[src/rdmx_macros.svh]
// RDMA write shim widths
`ifndef RDMX_MACROS_SVH
`define RDMX_MACROS_SVH

// Width of the stream and write-data buses
`define RDMX_DATA_W 512

// One strobe bit per data byte
`define RDMX_STRB_W (`RDMX_DATA_W / 8)

// Remote memory address width
`define RDMX_ADDR_W 64

// Burst length field, also beats per packet
`define RDMX_LEN_W 8

// Frame counter, packet counter and aw user field
`define RDMX_CNT_W 32

// Size of one metadata record, two beats at 512 bits
`define RDMX_MD_BYTES 128

// Frame counter is 4 bytes wide, so only the low strobes are set
`define RDMX_FC_STRB {{(`RDMX_STRB_W - 4){1'b0}}, 4'hF}

`endif
[src/rdmx_pkg.sv]
// RDMA write shim types
`include "rdmx_macros.svh"

package rdmx_pkg;

    // Static configuration, held steady while out of reset
    typedef struct packed {
        logic [15:0]              pkt_size;
        logic [31:0]              frame_size;
        logic [`RDMX_ADDR_W-1:0]  fd_ring_addr;
        logic [`RDMX_ADDR_W-1:0]  fd_ring_size;
        logic [`RDMX_ADDR_W-1:0]  md_ring_addr;
        logic [`RDMX_ADDR_W-1:0]  md_ring_size;
        logic [`RDMX_ADDR_W-1:0]  fc_addr;
    } rdmx_cfg_t;

    // One write-data beat
    typedef struct packed {
        logic [`RDMX_DATA_W-1:0]  data;
        logic [`RDMX_STRB_W-1:0]  strb;
        logic                     last;
        logic                     valid;
    } rdmx_w_beat_t;

    // Write-address strobe, no ready
    typedef struct packed {
        logic [`RDMX_ADDR_W-1:0]  addr;
        logic [`RDMX_LEN_W-1:0]   len;
        logic [`RDMX_CNT_W-1:0]   user;
        logic                     valid;
    } rdmx_aw_t;

    // Decoded packet geometry
    typedef struct packed {
        logic [`RDMX_LEN_W-1:0]   beats_per_pkt;
        logic [`RDMX_CNT_W-1:0]   pkts_per_half;
    } rdmx_geom_t;

    // What the write channels are carrying
    typedef enum logic [2:0] {
        MODE_IDLE,
        MODE_FD,
        MODE_MD1,
        MODE_MD2,
        MODE_FC
    } rdmx_mode_e;

    // Main frame FSM
    typedef enum logic [2:0] {
        ST_RESET,
        ST_START,
        ST_XFER_PACKET,
        ST_OUTPUT_MD1,
        ST_OUTPUT_MD2,
        ST_OUTPUT_FC
    } rdmx_seq_state_e;

endpackage

[src/rdmx_ring_ptrs.sv]
// Ring buffer offsets
`include "rdmx_macros.svh"

module rdmx_ring_ptrs (
    input  logic                    clk,
    input  logic                    resetn,
    input  rdmx_pkg::rdmx_cfg_t     cfg,
    input  logic                    pkt_done,
    input  logic                    md_done,
    output logic [`RDMX_ADDR_W-1:0] fd_off,
    output logic [`RDMX_ADDR_W-1:0] md_off
);

    localparam logic [`RDMX_ADDR_W-1:0] MD_STEP = `RDMX_MD_BYTES;

    logic [`RDMX_ADDR_W-1:0] fd_step;
    logic [`RDMX_ADDR_W-1:0] fd_next;
    logic [`RDMX_ADDR_W-1:0] md_next;

    // Frame data moves by one packet
    assign fd_step = {{(`RDMX_ADDR_W - 16){1'b0}}, cfg.pkt_size};
    assign fd_next = fd_off + fd_step;

    // Metadata moves by one record
    assign md_next = md_off + MD_STEP;

    // ----------------------------------------
    // Frame-data ring
    // ----------------------------------------
    // Wrap when the next packet would not fit
    always_ff @(posedge clk) begin
        if (!resetn) begin
            fd_off <= '0;
        end else if (pkt_done) begin
            fd_off <= (fd_next < cfg.fd_ring_size) ? fd_next : '0;
        end
    end

    // ----------------------------------------
    // Metadata ring
    // ----------------------------------------
    always_ff @(posedge clk) begin
        if (!resetn) begin
            md_off <= '0;
        end else if (md_done) begin
            md_off <= (md_next < cfg.md_ring_size) ? md_next : '0;
        end
    end

endmodule

[config.mk]
export PLATFORM = sky130hd
export DESIGN_NAME = rdmx_ring_ptrs
export DESIGN_NICKNAME = d
export VERILOG_FILES = /design/src/rdmx_pkg.sv /design/src/rdmx_ring_ptrs.sv
export VERILOG_INCLUDE_DIRS = /design/src /design/src/src
export SDC_FILE = /design/constraint.sdc
export NUM_CORES = 1
export LEC_CHECK = 0
export ABC_CLOCK_PERIOD_IN_PS = 5000
export BUFFER_PORTS_ARGS = -buffer_cell sky130_fd_sc_hd__clkbuf_2
export CAP_MARGIN = 10
export CELL_PAD_IN_SITES_DETAIL_PLACEMENT = 0
export CELL_PAD_IN_SITES_GLOBAL_PLACEMENT = 1
export CORE_AREA = 2 2 208 210
export DETAILED_ROUTE_END_ITERATION = 8
export DIE_AREA = 0 0 210 212
export PLACE_DENSITY_LB_ADDON = 0.08
export SLEW_MARGIN = 15
export SYNTH_ARGS = -nofsm -noshare
export SYNTH_HDL_FRONTEND = slang
export SYNTH_SLANG_ARGS = --single-unit
[constraint.sdc]
create_clock -name clk -period 5 [get_ports clk]
set_input_delay 1 -clock clk [delete_from_list [all_inputs] [get_ports clk]]
set_output_delay 1 -clock clk [all_outputs]
set_load 0.02 [all_outputs]
After elaboration in Yosys (flattened, before gate mapping). Cells that the tools add are included.

$add $sub $neg: 2. Order comparisons: 2. Mux-type cells: 2.

Operator list (count): 64-bit < comparator (2); 64-bit two-way mux (2); 64-bit by 16-bit adder with 64-bit output (1); 64-bit by 8-bit adder with 64-bit output, second input constant (1).

Register bits after elaboration: 128. Input port bits: 372. Output and inout bits: 128. Logic and storage cells: 8.

Longest topological paths before layout. Gate-level depths: netlist (run 1).

Depth in word-level cells: 3. Depth in mapped cells: 23. Mapped depth without buffers: 20.

Least setup slack after synthesis (run 1). Ideal clock, no wire load.

Kind: input to register. Start point: input port cfg[352] (netlist bit). End point: register fd_off[51]. Arrival: 5.085 ns. Data required time: 4.886 ns. Setup slack: -0.199 ns. Stages on the path: 20. Path buffers: 2. Path through: ha_1 > inv_1 > fa_1 > nand2b_1 > a21oi_1 > a21boi_1 > o21ai_1 > nand3_1 > or3_1 > xnor2_1 > ha_1 > nand4_1 > or4_1 > a41oi_1 > o41a_1 > or2_1 > buf_2 > clkbuf_1 > nor3_1 > a21o_1.

Longest elaborated chain between the ends: 3.

Ends and longest elaborated chain: start, declared (line rdmx_ring_ptrs.sv:7) `input rdmx_pkg::rdmx_cfg_t cfg,`; 64-bit by 16-bit adder with 64-bit output * (line rdmx_ring_ptrs.sv:22) `assign fd_next = fd_off + fd_step;`; 64-bit < comparator (line rdmx_ring_ptrs.sv:35) `fd_off <= (fd_next < cfg.fd_ring_size) ? fd_next : '0;`; 64-bit two-way mux * (line rdmx_ring_ptrs.sv:35); end signal, assigned (line rdmx_ring_ptrs.sv:35); end, declared (line rdmx_ring_ptrs.sv:10) `` output logic [`RDMX_ADDR_W-1:0] fd_off, ``.

Every way passes the cells marked *; elsewhere a longest branch is shown, timed or not. A chain may end at the register's enable or synchronous reset.

Final worst setup path (run 1).
Start point: input port cfg[352] (netlist bit). End point: register fd_off[42].

Same word-level chain as after synthesis.

==> results of run 1 <==
-- logic make-up (layout without fill, tap and decap cells) --
logic type	count (synthesis)	after routing	share of synthesized area, %
AO/OA/AOI/OAI	330	330	21.0
XOR/XNOR	102	102	8.53
adder cells (fa/ha/maj)	138	138	16.6
buffers and inverters	205	663	7.89
flip-flops	121	121	23.1
multiplexers	4	4	0.406
other	1	7	0.0358
AND/OR/NAND/NOR	454	455	22.5
-- sequential cells by signal (all words and copies together) (netlist names) --
name	flops
fd_off	64
md_off	57
-- report_power, final --
| part | leakage, nW | internal, mW | switching, mW | total, mW |
|---|---|---|---|---|
| combinational | 6.59 | 1.09 | 1.04 | 2.13 |
| clock | 0.300 | 0.839 | 0.500 | 1.34 |
| sequential | 0.980 | 1.03 | 0.0829 | 1.11 |
| total | 7.87 | 2.96 | 1.63 | 4.58 |
-- cells in the final DEF (no fill, tap or decap), types with 19 or more instances in the layout --
cell type,instances
sky130_fd_sc_hd__a21o_1,27
sky130_fd_sc_hd__buf_6,21
sky130_fd_sc_hd__inv_1,145
sky130_fd_sc_hd__nand2_1,123
sky130_fd_sc_hd__clkbuf_2,266
sky130_fd_sc_hd__a31oi_1,30
sky130_fd_sc_hd__xnor2_1,64
sky130_fd_sc_hd__o21ai_0,33
sky130_fd_sc_hd__a22o_1,53
sky130_fd_sc_hd__nor2_1,53
sky130_fd_sc_hd__dfxtp_1,121
sky130_fd_sc_hd__clkbuf_16,19
sky130_fd_sc_hd__nand4_1,46
sky130_fd_sc_hd__ha_1,119
sky130_fd_sc_hd__and3_1,32
sky130_fd_sc_hd__xor2_1,34
sky130_fd_sc_hd__a21oi_1,67
sky130_fd_sc_hd__nand3_1,47
sky130_fd_sc_hd__buf_4,182
-- metrics by stage --
step           cells  hold WS, ns  setup slack, ns  total power [mW]
5_1_grt         2366        0.533           -0.219              4.91
3_3_place_gp    2300        0.477           -0.886              3.02
2_1_floorplan   1361        0.548          -0.0357              2.12
6_report        2366        0.496          -0.0639              4.58
4_1_cts         2353        0.506           -0.101              4.48
3_5_place_dp    2300        0.492           -0.890              3.02
-- timing repair --
action,CTS,global route
cloned,3,2
endpoints found under the setup margin,64,66
hold buffers,0,0
setup buffers,21,13
gates resized for setup,71,107
pin swaps,37,98
-- how the worst max path moves through the flow --
| stage | cells after the start | from | slack (ns) | endpoint |
|---|---|---|---|---|
| 2_1_floorplan | 20 | cfg[362] | -0.04 | fd_off[52] |
| 3_3_place_gp | 23 | cfg[352] | -0.89 | fd_off[17] |
| 3_5_place_dp | 25 | cfg[352] | -0.89 | fd_off[42] |
| 4_1_cts | 20 | cfg[367] | -0.10 | fd_off[43] |
| 5_1_grt | 25 | cfg[352] | -0.22 | fd_off[42] |
| 6_report | 25 | cfg[352] | -0.06 | fd_off[42] |
-- cell type report --
cell class	count	area, µm²
Sequential cell	121	2420
Clock buffer	21	450
Fill cell	4581	27000
Inverter	146	548
Multi-Input combinational cell	1036	8010
Tap cell	546	683
Clock inverter	10	150
Timing Repair Buffer	486	3280
-- metal layers --
metal  track usage (%)  wire [µm]
met5                 0          0
met4              4.08        504
met3              6.14       2770
met2              30.5      18900
met1              24.8      19800
-- worst max-delay path, delay by kind of cell --
family,cells,cell delay [ns]
simple gates,6,1.25
compound gates,7,1.16
buf+inv,8,1.01
fa+ha+maj,3,0.82
xor+xnor,1,0.14
==> metrics.txt, run 1 <==
# TYPE chip_impl_metric gauge
chip_impl_info{name="status",value="finished, violations left"} 1
chip_impl_info{name="failing_checks",value="negative setup slack"} 1
chip_impl_info{name="crit_path_frequent_cell",value="sky130_fd_sc_hd__buf_6"} 1
chip_impl_info{name="slowest_cp_cell",value="sky130_fd_sc_hd__or3_4"} 1
chip_impl_metric{name="start_util",unit="%"} 24.6
chip_impl_metric{name="max-cap-violations",unit=""} 0
chip_impl_metric{name="synth.distinct_cells",unit=""} 72
chip_impl_metric{name="worst-slew-pin-transition",unit="ns"} 1.14
chip_impl_metric{name="static-leakage-power",unit="nW"} 7.87
chip_impl_info{name="netlist_top_cells_area",value="sky130_fd_sc_hd__dfxtp_1, sky130_fd_sc_hd__ha_1, sky130_fd_sc_hd__xnor2_1"} 1
chip_impl_metric{name="final_cell_area",unit="µm²"} 15500
chip_impl_metric{name="grt_start_max_net_pins",unit=""} 44
chip_impl_metric{name="antenna_found_initial",unit=""} 0
chip_impl_metric{name="floorplan.rows",unit=""} 76
chip_impl_info{name="timing.rr.start",value="fd_off[0]"} 1
chip_impl_metric{name="num_antenna_cells",unit=""} 0
chip_impl_info{name="holdCritPathClass",value="flip-flop to flip-flop"} 1
chip_impl_info{name="cts_tree",value="done"} 1
chip_impl_metric{name="r2r_slack",unit="ns"} 0.19
chip_impl_metric{name="worstHoldPathCells",unit=""} 2
chip_impl_metric{name="timing.critical_path.arrival",unit="ns"} 5.40
chip_impl_metric{name="dpl.hpwl",unit="µm"} 33600
chip_impl_metric{name="finalCritPeriodShare",unit="%"} 101
chip_impl_metric{name="final.setup_skew",unit="ns"} 0.00839
chip_impl_metric{name="io_buffer_count",unit=""} 268
chip_impl_info{name="synth_top_flop_cell",value="sky130_fd_sc_hd__dfxtp_1"} 1
chip_impl_info{name="crit_type",value="input pin to flip-flop"} 1
chip_impl_info{name="min_delay_worst_endpoint",value="fd_off[41]"} 1
chip_impl_metric{name="worst_r2r_path_depth",unit=""} 24
chip_impl_metric{name="finalHoldViolCount",unit=""} 0
chip_impl_metric{name="layout.core_utilization",unit="%"} 36.6
chip_impl_metric{name="fraction_of_final_layout_cells_sized_beyond_drive_strength_1",unit="%"} 36.2
chip_impl_metric{name="route.final.wire_length",unit="µm"} 42000
chip_impl_metric{name="ys_warn_count",unit=""} 0
chip_impl_metric{name="netlist_instances",unit=""} 1355
chip_impl_metric{name="report.final.slew_viol_count",unit=""} 0
chip_impl_metric{name="synthesis.area",unit="µm²"} 10500
chip_impl_metric{name="setup_viol_count_final",unit=""} 10
chip_impl_info{name="cp-end-kind",value="flip-flop"} 1
chip_impl_metric{name="post-synth-top-area-fraction",unit="%"} 23.1
chip_impl_metric{name="first_global_vias",unit=""} 11200
chip_impl_metric{name="critical_path.max_fanout",unit=""} 8
chip_impl_metric{name="grt_util_all_layers",unit="%"} 19.0
chip_impl_metric{name="core",unit="µm²"} 42500
chip_impl_metric{name="placed_cell_area",unit="µm²"} 13800
chip_impl_metric{name="chipWidth",unit="µm"} 210
chip_impl_metric{name="die_y",unit="µm"} 212
chip_impl_metric{name="path_clk_slew",unit="ns"} 0.06
chip_impl_metric{name="routedWlPerCell",unit="µm"} 17.8
chip_impl_info{name="critical_path.startpoint_type",value="input pin"} 1
chip_impl_metric{name="via_per_inst",unit=""} 4.75
chip_impl_metric{name="layout_min_cycle_time",unit="ns"} 5.06
chip_impl_metric{name="drcViolationCount",unit=""} 0
chip_impl_metric{name="vias",unit=""} 11200
chip_impl_metric{name="timing.max_slew.rel_slack",unit="%"} 24.1
chip_impl_info{name="r2r_end",value="fd_off[42]"} 1
chip_impl_info{name="hold_path.startpoint",value="fd_off[41]"} 1
chip_impl_metric{name="pin_count",unit=""} 500
chip_impl_metric{name="clock_tree.buffer_depth",unit=""} 2
chip_impl_metric{name="die_footprint",unit="µm²"} 44500
chip_impl_metric{name="irDropWorstVdd",unit="V"} 0.000184
chip_impl_metric{name="data_required_critical_path",unit="ns"} 5.33
chip_impl_metric{name="postRouteAntennaNets",unit=""} 0
chip_impl_metric{name="clock_latency_on_the_worst_skew_pair",unit="ns"} 0.44
chip_impl_metric{name="drt_first_iter_violations",unit=""} 410
chip_impl_metric{name="fin_tns_setup",unit="ns"} -0.317
chip_impl_metric{name="final_nets",unit=""} 2318
chip_impl_metric{name="htree_levels",unit=""} 4
chip_impl_metric{name="synth-seq-cells",unit=""} 121
chip_impl_info{name="synth.top_cells.by_count",value="sky130_fd_sc_hd__inv_1, sky130_fd_sc_hd__ha_1, sky130_fd_sc_hd__nand2_1"} 1
chip_impl_metric{name="overall_overflow_remaining_after_global_route",unit=""} 0
chip_impl_info{name="setup_repair_after_global_routing_missed_its_margin",value="yes"} 1
chip_impl_metric{name="maxClockFrequency",unit="MHz"} 197
chip_impl_metric{name="postSynthAreaPerCell",unit="µm²"} 7.73
chip_impl_info{name="synthMostInstantiatedCell",value="sky130_fd_sc_hd__inv_1"} 1
chip_impl_metric{name="asyncSetResetFlopFracSynth",unit="%"} 0
chip_impl_info{name="clk_root_buffer_cell",value="sky130_fd_sc_hd__clkbuf_16"} 1
chip_impl_metric{name="grt_pass1_wl",unit="µm"} 64400
chip_impl_metric{name="first_pass_iters",unit=""} 4
chip_impl_metric{name="setup_slack",unit="ns"} -0.0639
chip_impl_metric{name="power-per-cell-area",unit="nW/µm²"} 295
chip_impl_metric{name="clock-sinks",unit=""} 121
chip_impl_metric{name="synth_enable_flop_cells",unit=""} 0
chip_impl_info{name="post-synth-top-area-cell",value="sky130_fd_sc_hd__dfxtp_1"} 1
chip_impl_metric{name="timing.critical_path.slowest_cell_delay",unit="ns"} 0.41
chip_impl_metric{name="fraction_of_the_yosys_area_taken_by_sequential_cells",unit="%"} 23.1
chip_impl_metric{name="routabilityCongestion",unit=""} 0.820
chip_impl_metric{name="syn2layout_area_growth",unit="%"} 48.5
chip_impl_metric{name="cts-buffers-inserted",unit=""} 17
Power figures use the tool's default switching activity.
==> inputs of run 2 (changes only) <==
- CELL_PAD_IN_SITES_DETAIL_PLACEMENT: 0 -> 1
- CORE_AREA: 2 2 208 210 -> 5 5 211 213
- DIE_AREA: 0 0 210 212 -> 0 0 216 218
- MAX_ROUTING_LAYER: default -> met4
==> run 2 against run 1 <==
The flow now finishes without violations. Critical endpoint is now fd_off[44]. Clock skew up 0.0038 ns. First-iteration DRC count up 8.8%. Critical path type unchanged. Clock power up 16%. Register-to-register slack better by 0.13 ns. Non-clock buffer count down 23. Hold slack better by 0.011 ns. Sequential cell count unchanged. Largest cell class unchanged.
==> metrics.txt, run 2 (same netlist as run 1, synthesis figures left out) <==
# TYPE chip_impl_metric gauge
chip_impl_info{name="status",value="finished, final reports clean"} 1
chip_impl_metric{name="layout_min_cycle_time",unit="ns"} 4.93
chip_impl_metric{name="pint",unit="mW"} 3.00
chip_impl_metric{name="core",unit="µm²"} 42500
chip_impl_metric{name="htree_levels",unit=""} 4
chip_impl_metric{name="power.switching_fraction",unit="%"} 34.9
chip_impl_metric{name="critical_path.max_fanout",unit=""} 7
chip_impl_info{name="reg_top3",value="fd_off x64, md_off x57"} 1
chip_impl_metric{name="overall_overflow_remaining_after_global_route",unit=""} 0
chip_impl_metric{name="timing.critical_path.slowest_cell_delay",unit="ns"} 0.53
chip_impl_metric{name="setup_viol_count_final",unit=""} 0
chip_impl_metric{name="vias",unit=""} 11400
chip_impl_metric{name="floorplan.rows",unit=""} 76
chip_impl_metric{name="syn2layout_area_growth",unit="%"} 45.7
chip_impl_metric{name="routedWlPerCell",unit="µm"} 18.7
chip_impl_metric{name="via_per_inst",unit=""} 4.85
chip_impl_metric{name="finalPower",unit="mW"} 4.60
chip_impl_metric{name="start_util",unit="%"} 24.6
chip_impl_metric{name="finalCritPeriodShare",unit="%"} 98.7
chip_impl_info{name="largest_register",value="fd_off"} 1
chip_impl_info{name="mostFrequentLayoutCell",value="sky130_fd_sc_hd__clkbuf_2"} 1
chip_impl_metric{name="grt_util_all_layers",unit="%"} 18.9
chip_impl_metric{name="routabilityCongestion",unit=""} 0.832
chip_impl_metric{name="fraction_of_final_layout_cells_sized_beyond_drive_strength_1",unit="%"} 34.7
chip_impl_metric{name="largest_reg_flops",unit=""} 64
chip_impl_info{name="slowest_cp_cell",value="sky130_fd_sc_hd__or4_4"} 1
chip_impl_metric{name="dp_slack",unit="ns"} -0.991
chip_impl_metric{name="pin_count",unit=""} 500
chip_impl_metric{name="irDropWorstVdd",unit="V"} 0.000236
chip_impl_info{name="critical_path.top_delay_family",value="simple AND/OR/NAND/NOR gates"} 1
chip_impl_metric{name="postRouteAntennaNets",unit=""} 0
chip_impl_metric{name="cts-hold-fix-buffers",unit=""} 0
chip_impl_metric{name="data_required_critical_path",unit="ns"} 5.36
chip_impl_metric{name="cp.buffers_inverters",unit=""} 4
chip_impl_metric{name="switching_power",unit="mW"} 1.61
chip_impl_metric{name="pwr-share-comb",unit="%"} 42.4
chip_impl_info{name="cp-end-kind",value="flip-flop"} 1
chip_impl_metric{name="maxClockFrequency",unit="MHz"} 203
chip_impl_info{name="holdCritPathClass",value="flip-flop to flip-flop"} 1
chip_impl_metric{name="final.setup_skew",unit="ns"} 0.0122
chip_impl_metric{name="first_pass_iters",unit=""} 4
chip_impl_info{name="cp_cell_sequence",value="buf_8 > ha_4 > nand4_1 > or3_4 > a211oi_4 > nor3_4 > or3_4 > or4_4 > nand2_4 > ha_4 > nand4_1 > buf_4 > or4_4 > a41oi_2 > o41a_1 > buf_6 > nor2_4 > buf_12 > a221o_1"} 1
chip_impl_metric{name="clock_tree.buffer_depth",unit=""} 2
chip_impl_info{name="final_cell_mix",value="sky130_fd_sc_hd__clkbuf_2, sky130_fd_sc_hd__buf_4, sky130_fd_sc_hd__inv_1, sky130_fd_sc_hd__nand2_1"} 1
chip_impl_metric{name="clock-sinks",unit=""} 121
chip_impl_metric{name="dpl.hpwl",unit="µm"} 35100
chip_impl_metric{name="die_footprint",unit="µm²"} 47100
chip_impl_metric{name="first_global_vias",unit=""} 12000
chip_impl_metric{name="route.final.wire_length",unit="µm"} 43900
chip_impl_metric{name="worst-slew-pin-transition",unit="ns"} 0.882
chip_impl_metric{name="layout.core_utilization",unit="%"} 35.9
chip_impl_metric{name="num_antenna_cells",unit=""} 0
chip_impl_metric{name="final_nets",unit=""} 2296
chip_impl_metric{name="timing.max_slew.rel_slack",unit="%"} 41.1
chip_impl_metric{name="grt_pass1_wl",unit="µm"} 67700
chip_impl_metric{name="sequentialPowerShare",unit="%"} 24.0
chip_impl_metric{name="io_buffer_count",unit=""} 268
chip_impl_info{name="crit_type",value="input pin to flip-flop"} 1
chip_impl_metric{name="static-leakage-power",unit="nW"} 7.73
chip_impl_metric{name="chipWidth",unit="µm"} 216
chip_impl_metric{name="power-per-cell-area",unit="nW/µm²"} 301
chip_impl_metric{name="timing.critical_path.arrival",unit="ns"} 5.30
chip_impl_metric{name="clockPowerShare",unit="%"} 33.6
chip_impl_metric{name="drt_first_iter_violations",unit=""} 446
chip_impl_metric{name="path_clk_slew",unit="ns"} 0.06
chip_impl_metric{name="grt_start_max_net_pins",unit=""} 47
chip_impl_info{name="setup_repair_after_global_routing_missed_its_margin",value="yes"} 1
chip_impl_info{name="critical_path.startpoint_type",value="input pin"} 1
chip_impl_metric{name="report.final.slew_viol_count",unit=""} 0
chip_impl_metric{name="finalHoldViolCount",unit=""} 0
chip_impl_metric{name="drcViolationCount",unit=""} 0
chip_impl_metric{name="setup_slack",unit="ns"} 0.0670
chip_impl_info{name="cts_tree",value="done"} 1
chip_impl_metric{name="clock_latency_on_the_worst_skew_pair",unit="ns"} 0.48
chip_impl_info{name="clk_root_buffer_cell",value="sky130_fd_sc_hd__clkbuf_16"} 1
chip_impl_metric{name="max-cap-violations",unit=""} 0
chip_impl_metric{name="antenna_found_initial",unit=""} 0
chip_impl_metric{name="cts-buffers-inserted",unit=""} 17
chip_impl_metric{name="die_y",unit="µm"} 218
## run 2: what timing repair did
action | CTS | global route
pin swaps | 22 | 55
cloned | 3 | 1
resized for setup | 44 | 102
buffers inserted | 6 | 8
setup endpoints to repair | 64 | 64
endpoints found under the hold margin | 0 | 0
## run 2: layout make-up
cell class / count / area, µm²
clock buffer: 20 / 457
clock inverter: 12 / 244
fill: 5201 / 27200
inverter: 146 / 548
multi-input combinational: 1037 / 7930
sequential: 121 / 2420
tap: 546 / 683
timing repair buffer: 463 / 2980
## run 2: path summary, 6_finish.rpt
path	depth (start not counted)	slack [ns]	start	end
worst max register to register	18	0.32	fd_off[15]	fd_off[44]
worst min-delay path	2	0.51	fd_off[54]	fd_off[54]
worst max-delay path	19	0.07	cfg[366]	fd_off[44]
worst min register to register	2	0.51	fd_off[54]	fd_off[54]
## run 2: routing by layer
metal | part of all wire, % | track usage, % | routed length [µm] | up-vias
met1 | 46 | 23.5 | 20400 | 5443
met3 | 5.6 | 5.26 | 2440 | 34
li1 | - | - | - | 5690
met5 | 0 | - | 0 | -
met4 | 1.5 | 5.36 | 648 | 0
met2 | 47 | 30.4 | 20400 | 211
## run 2: stage by stage
| step | TNS [ns] | area, µm² | cells | hold slack (ns) |
|---|---|---|---|---|
| after floorplan | -0.239 | 10600 | 1361 | 0.548 |
| after global placement | -52.27 | 13800 | 2297 | 0.484 |
| after detailed placement | -53.59 | 13800 | 2297 | 0.489 |
| after CTS | -0.0121 | 14700 | 2338 | 0.497 |
| after global routing | -1.53 | 15300 | 2345 | 0.535 |
| final | 0 | 15300 | 2345 | 0.507 |
## run 2: power by group through the flow
stage / sequential (mW) / clock (mW) / combinational [mW]
6_report: 1.10 / 1.55 / 1.95
3_3_place_gp: 1.12 / 0 / 1.79
2_1_floorplan: 1.19 / 0 / 0.926
3_5_place_dp: 1.12 / 0 / 1.82
5_1_grt: 1.12 / 1.63 / 2.15
4_1_cts: 1.10 / 1.60 / 1.88
## run 2: worst register-to-register path: stages, from the launching register on
cell	delay [ns]
sky130_fd_sc_hd__dfxtp_1	0.35
sky130_fd_sc_hd__ha_4	0.29
sky130_fd_sc_hd__nand4_1	0.14
sky130_fd_sc_hd__or3_4	0.43
sky130_fd_sc_hd__a211oi_4	0.21
sky130_fd_sc_hd__nor3_4	0.07
sky130_fd_sc_hd__or3_4	0.38
sky130_fd_sc_hd__or4_4	0.53
sky130_fd_sc_hd__nand2_4	0.09
sky130_fd_sc_hd__ha_4	0.13
sky130_fd_sc_hd__nand4_1	0.13
sky130_fd_sc_hd__buf_4	0.17
sky130_fd_sc_hd__or4_4	0.53
sky130_fd_sc_hd__a41oi_2	0.21
sky130_fd_sc_hd__o41a_1	0.22
sky130_fd_sc_hd__buf_6	0.16
sky130_fd_sc_hd__nor2_4	0.09
sky130_fd_sc_hd__buf_12	0.15
sky130_fd_sc_hd__a221o_1	0.30
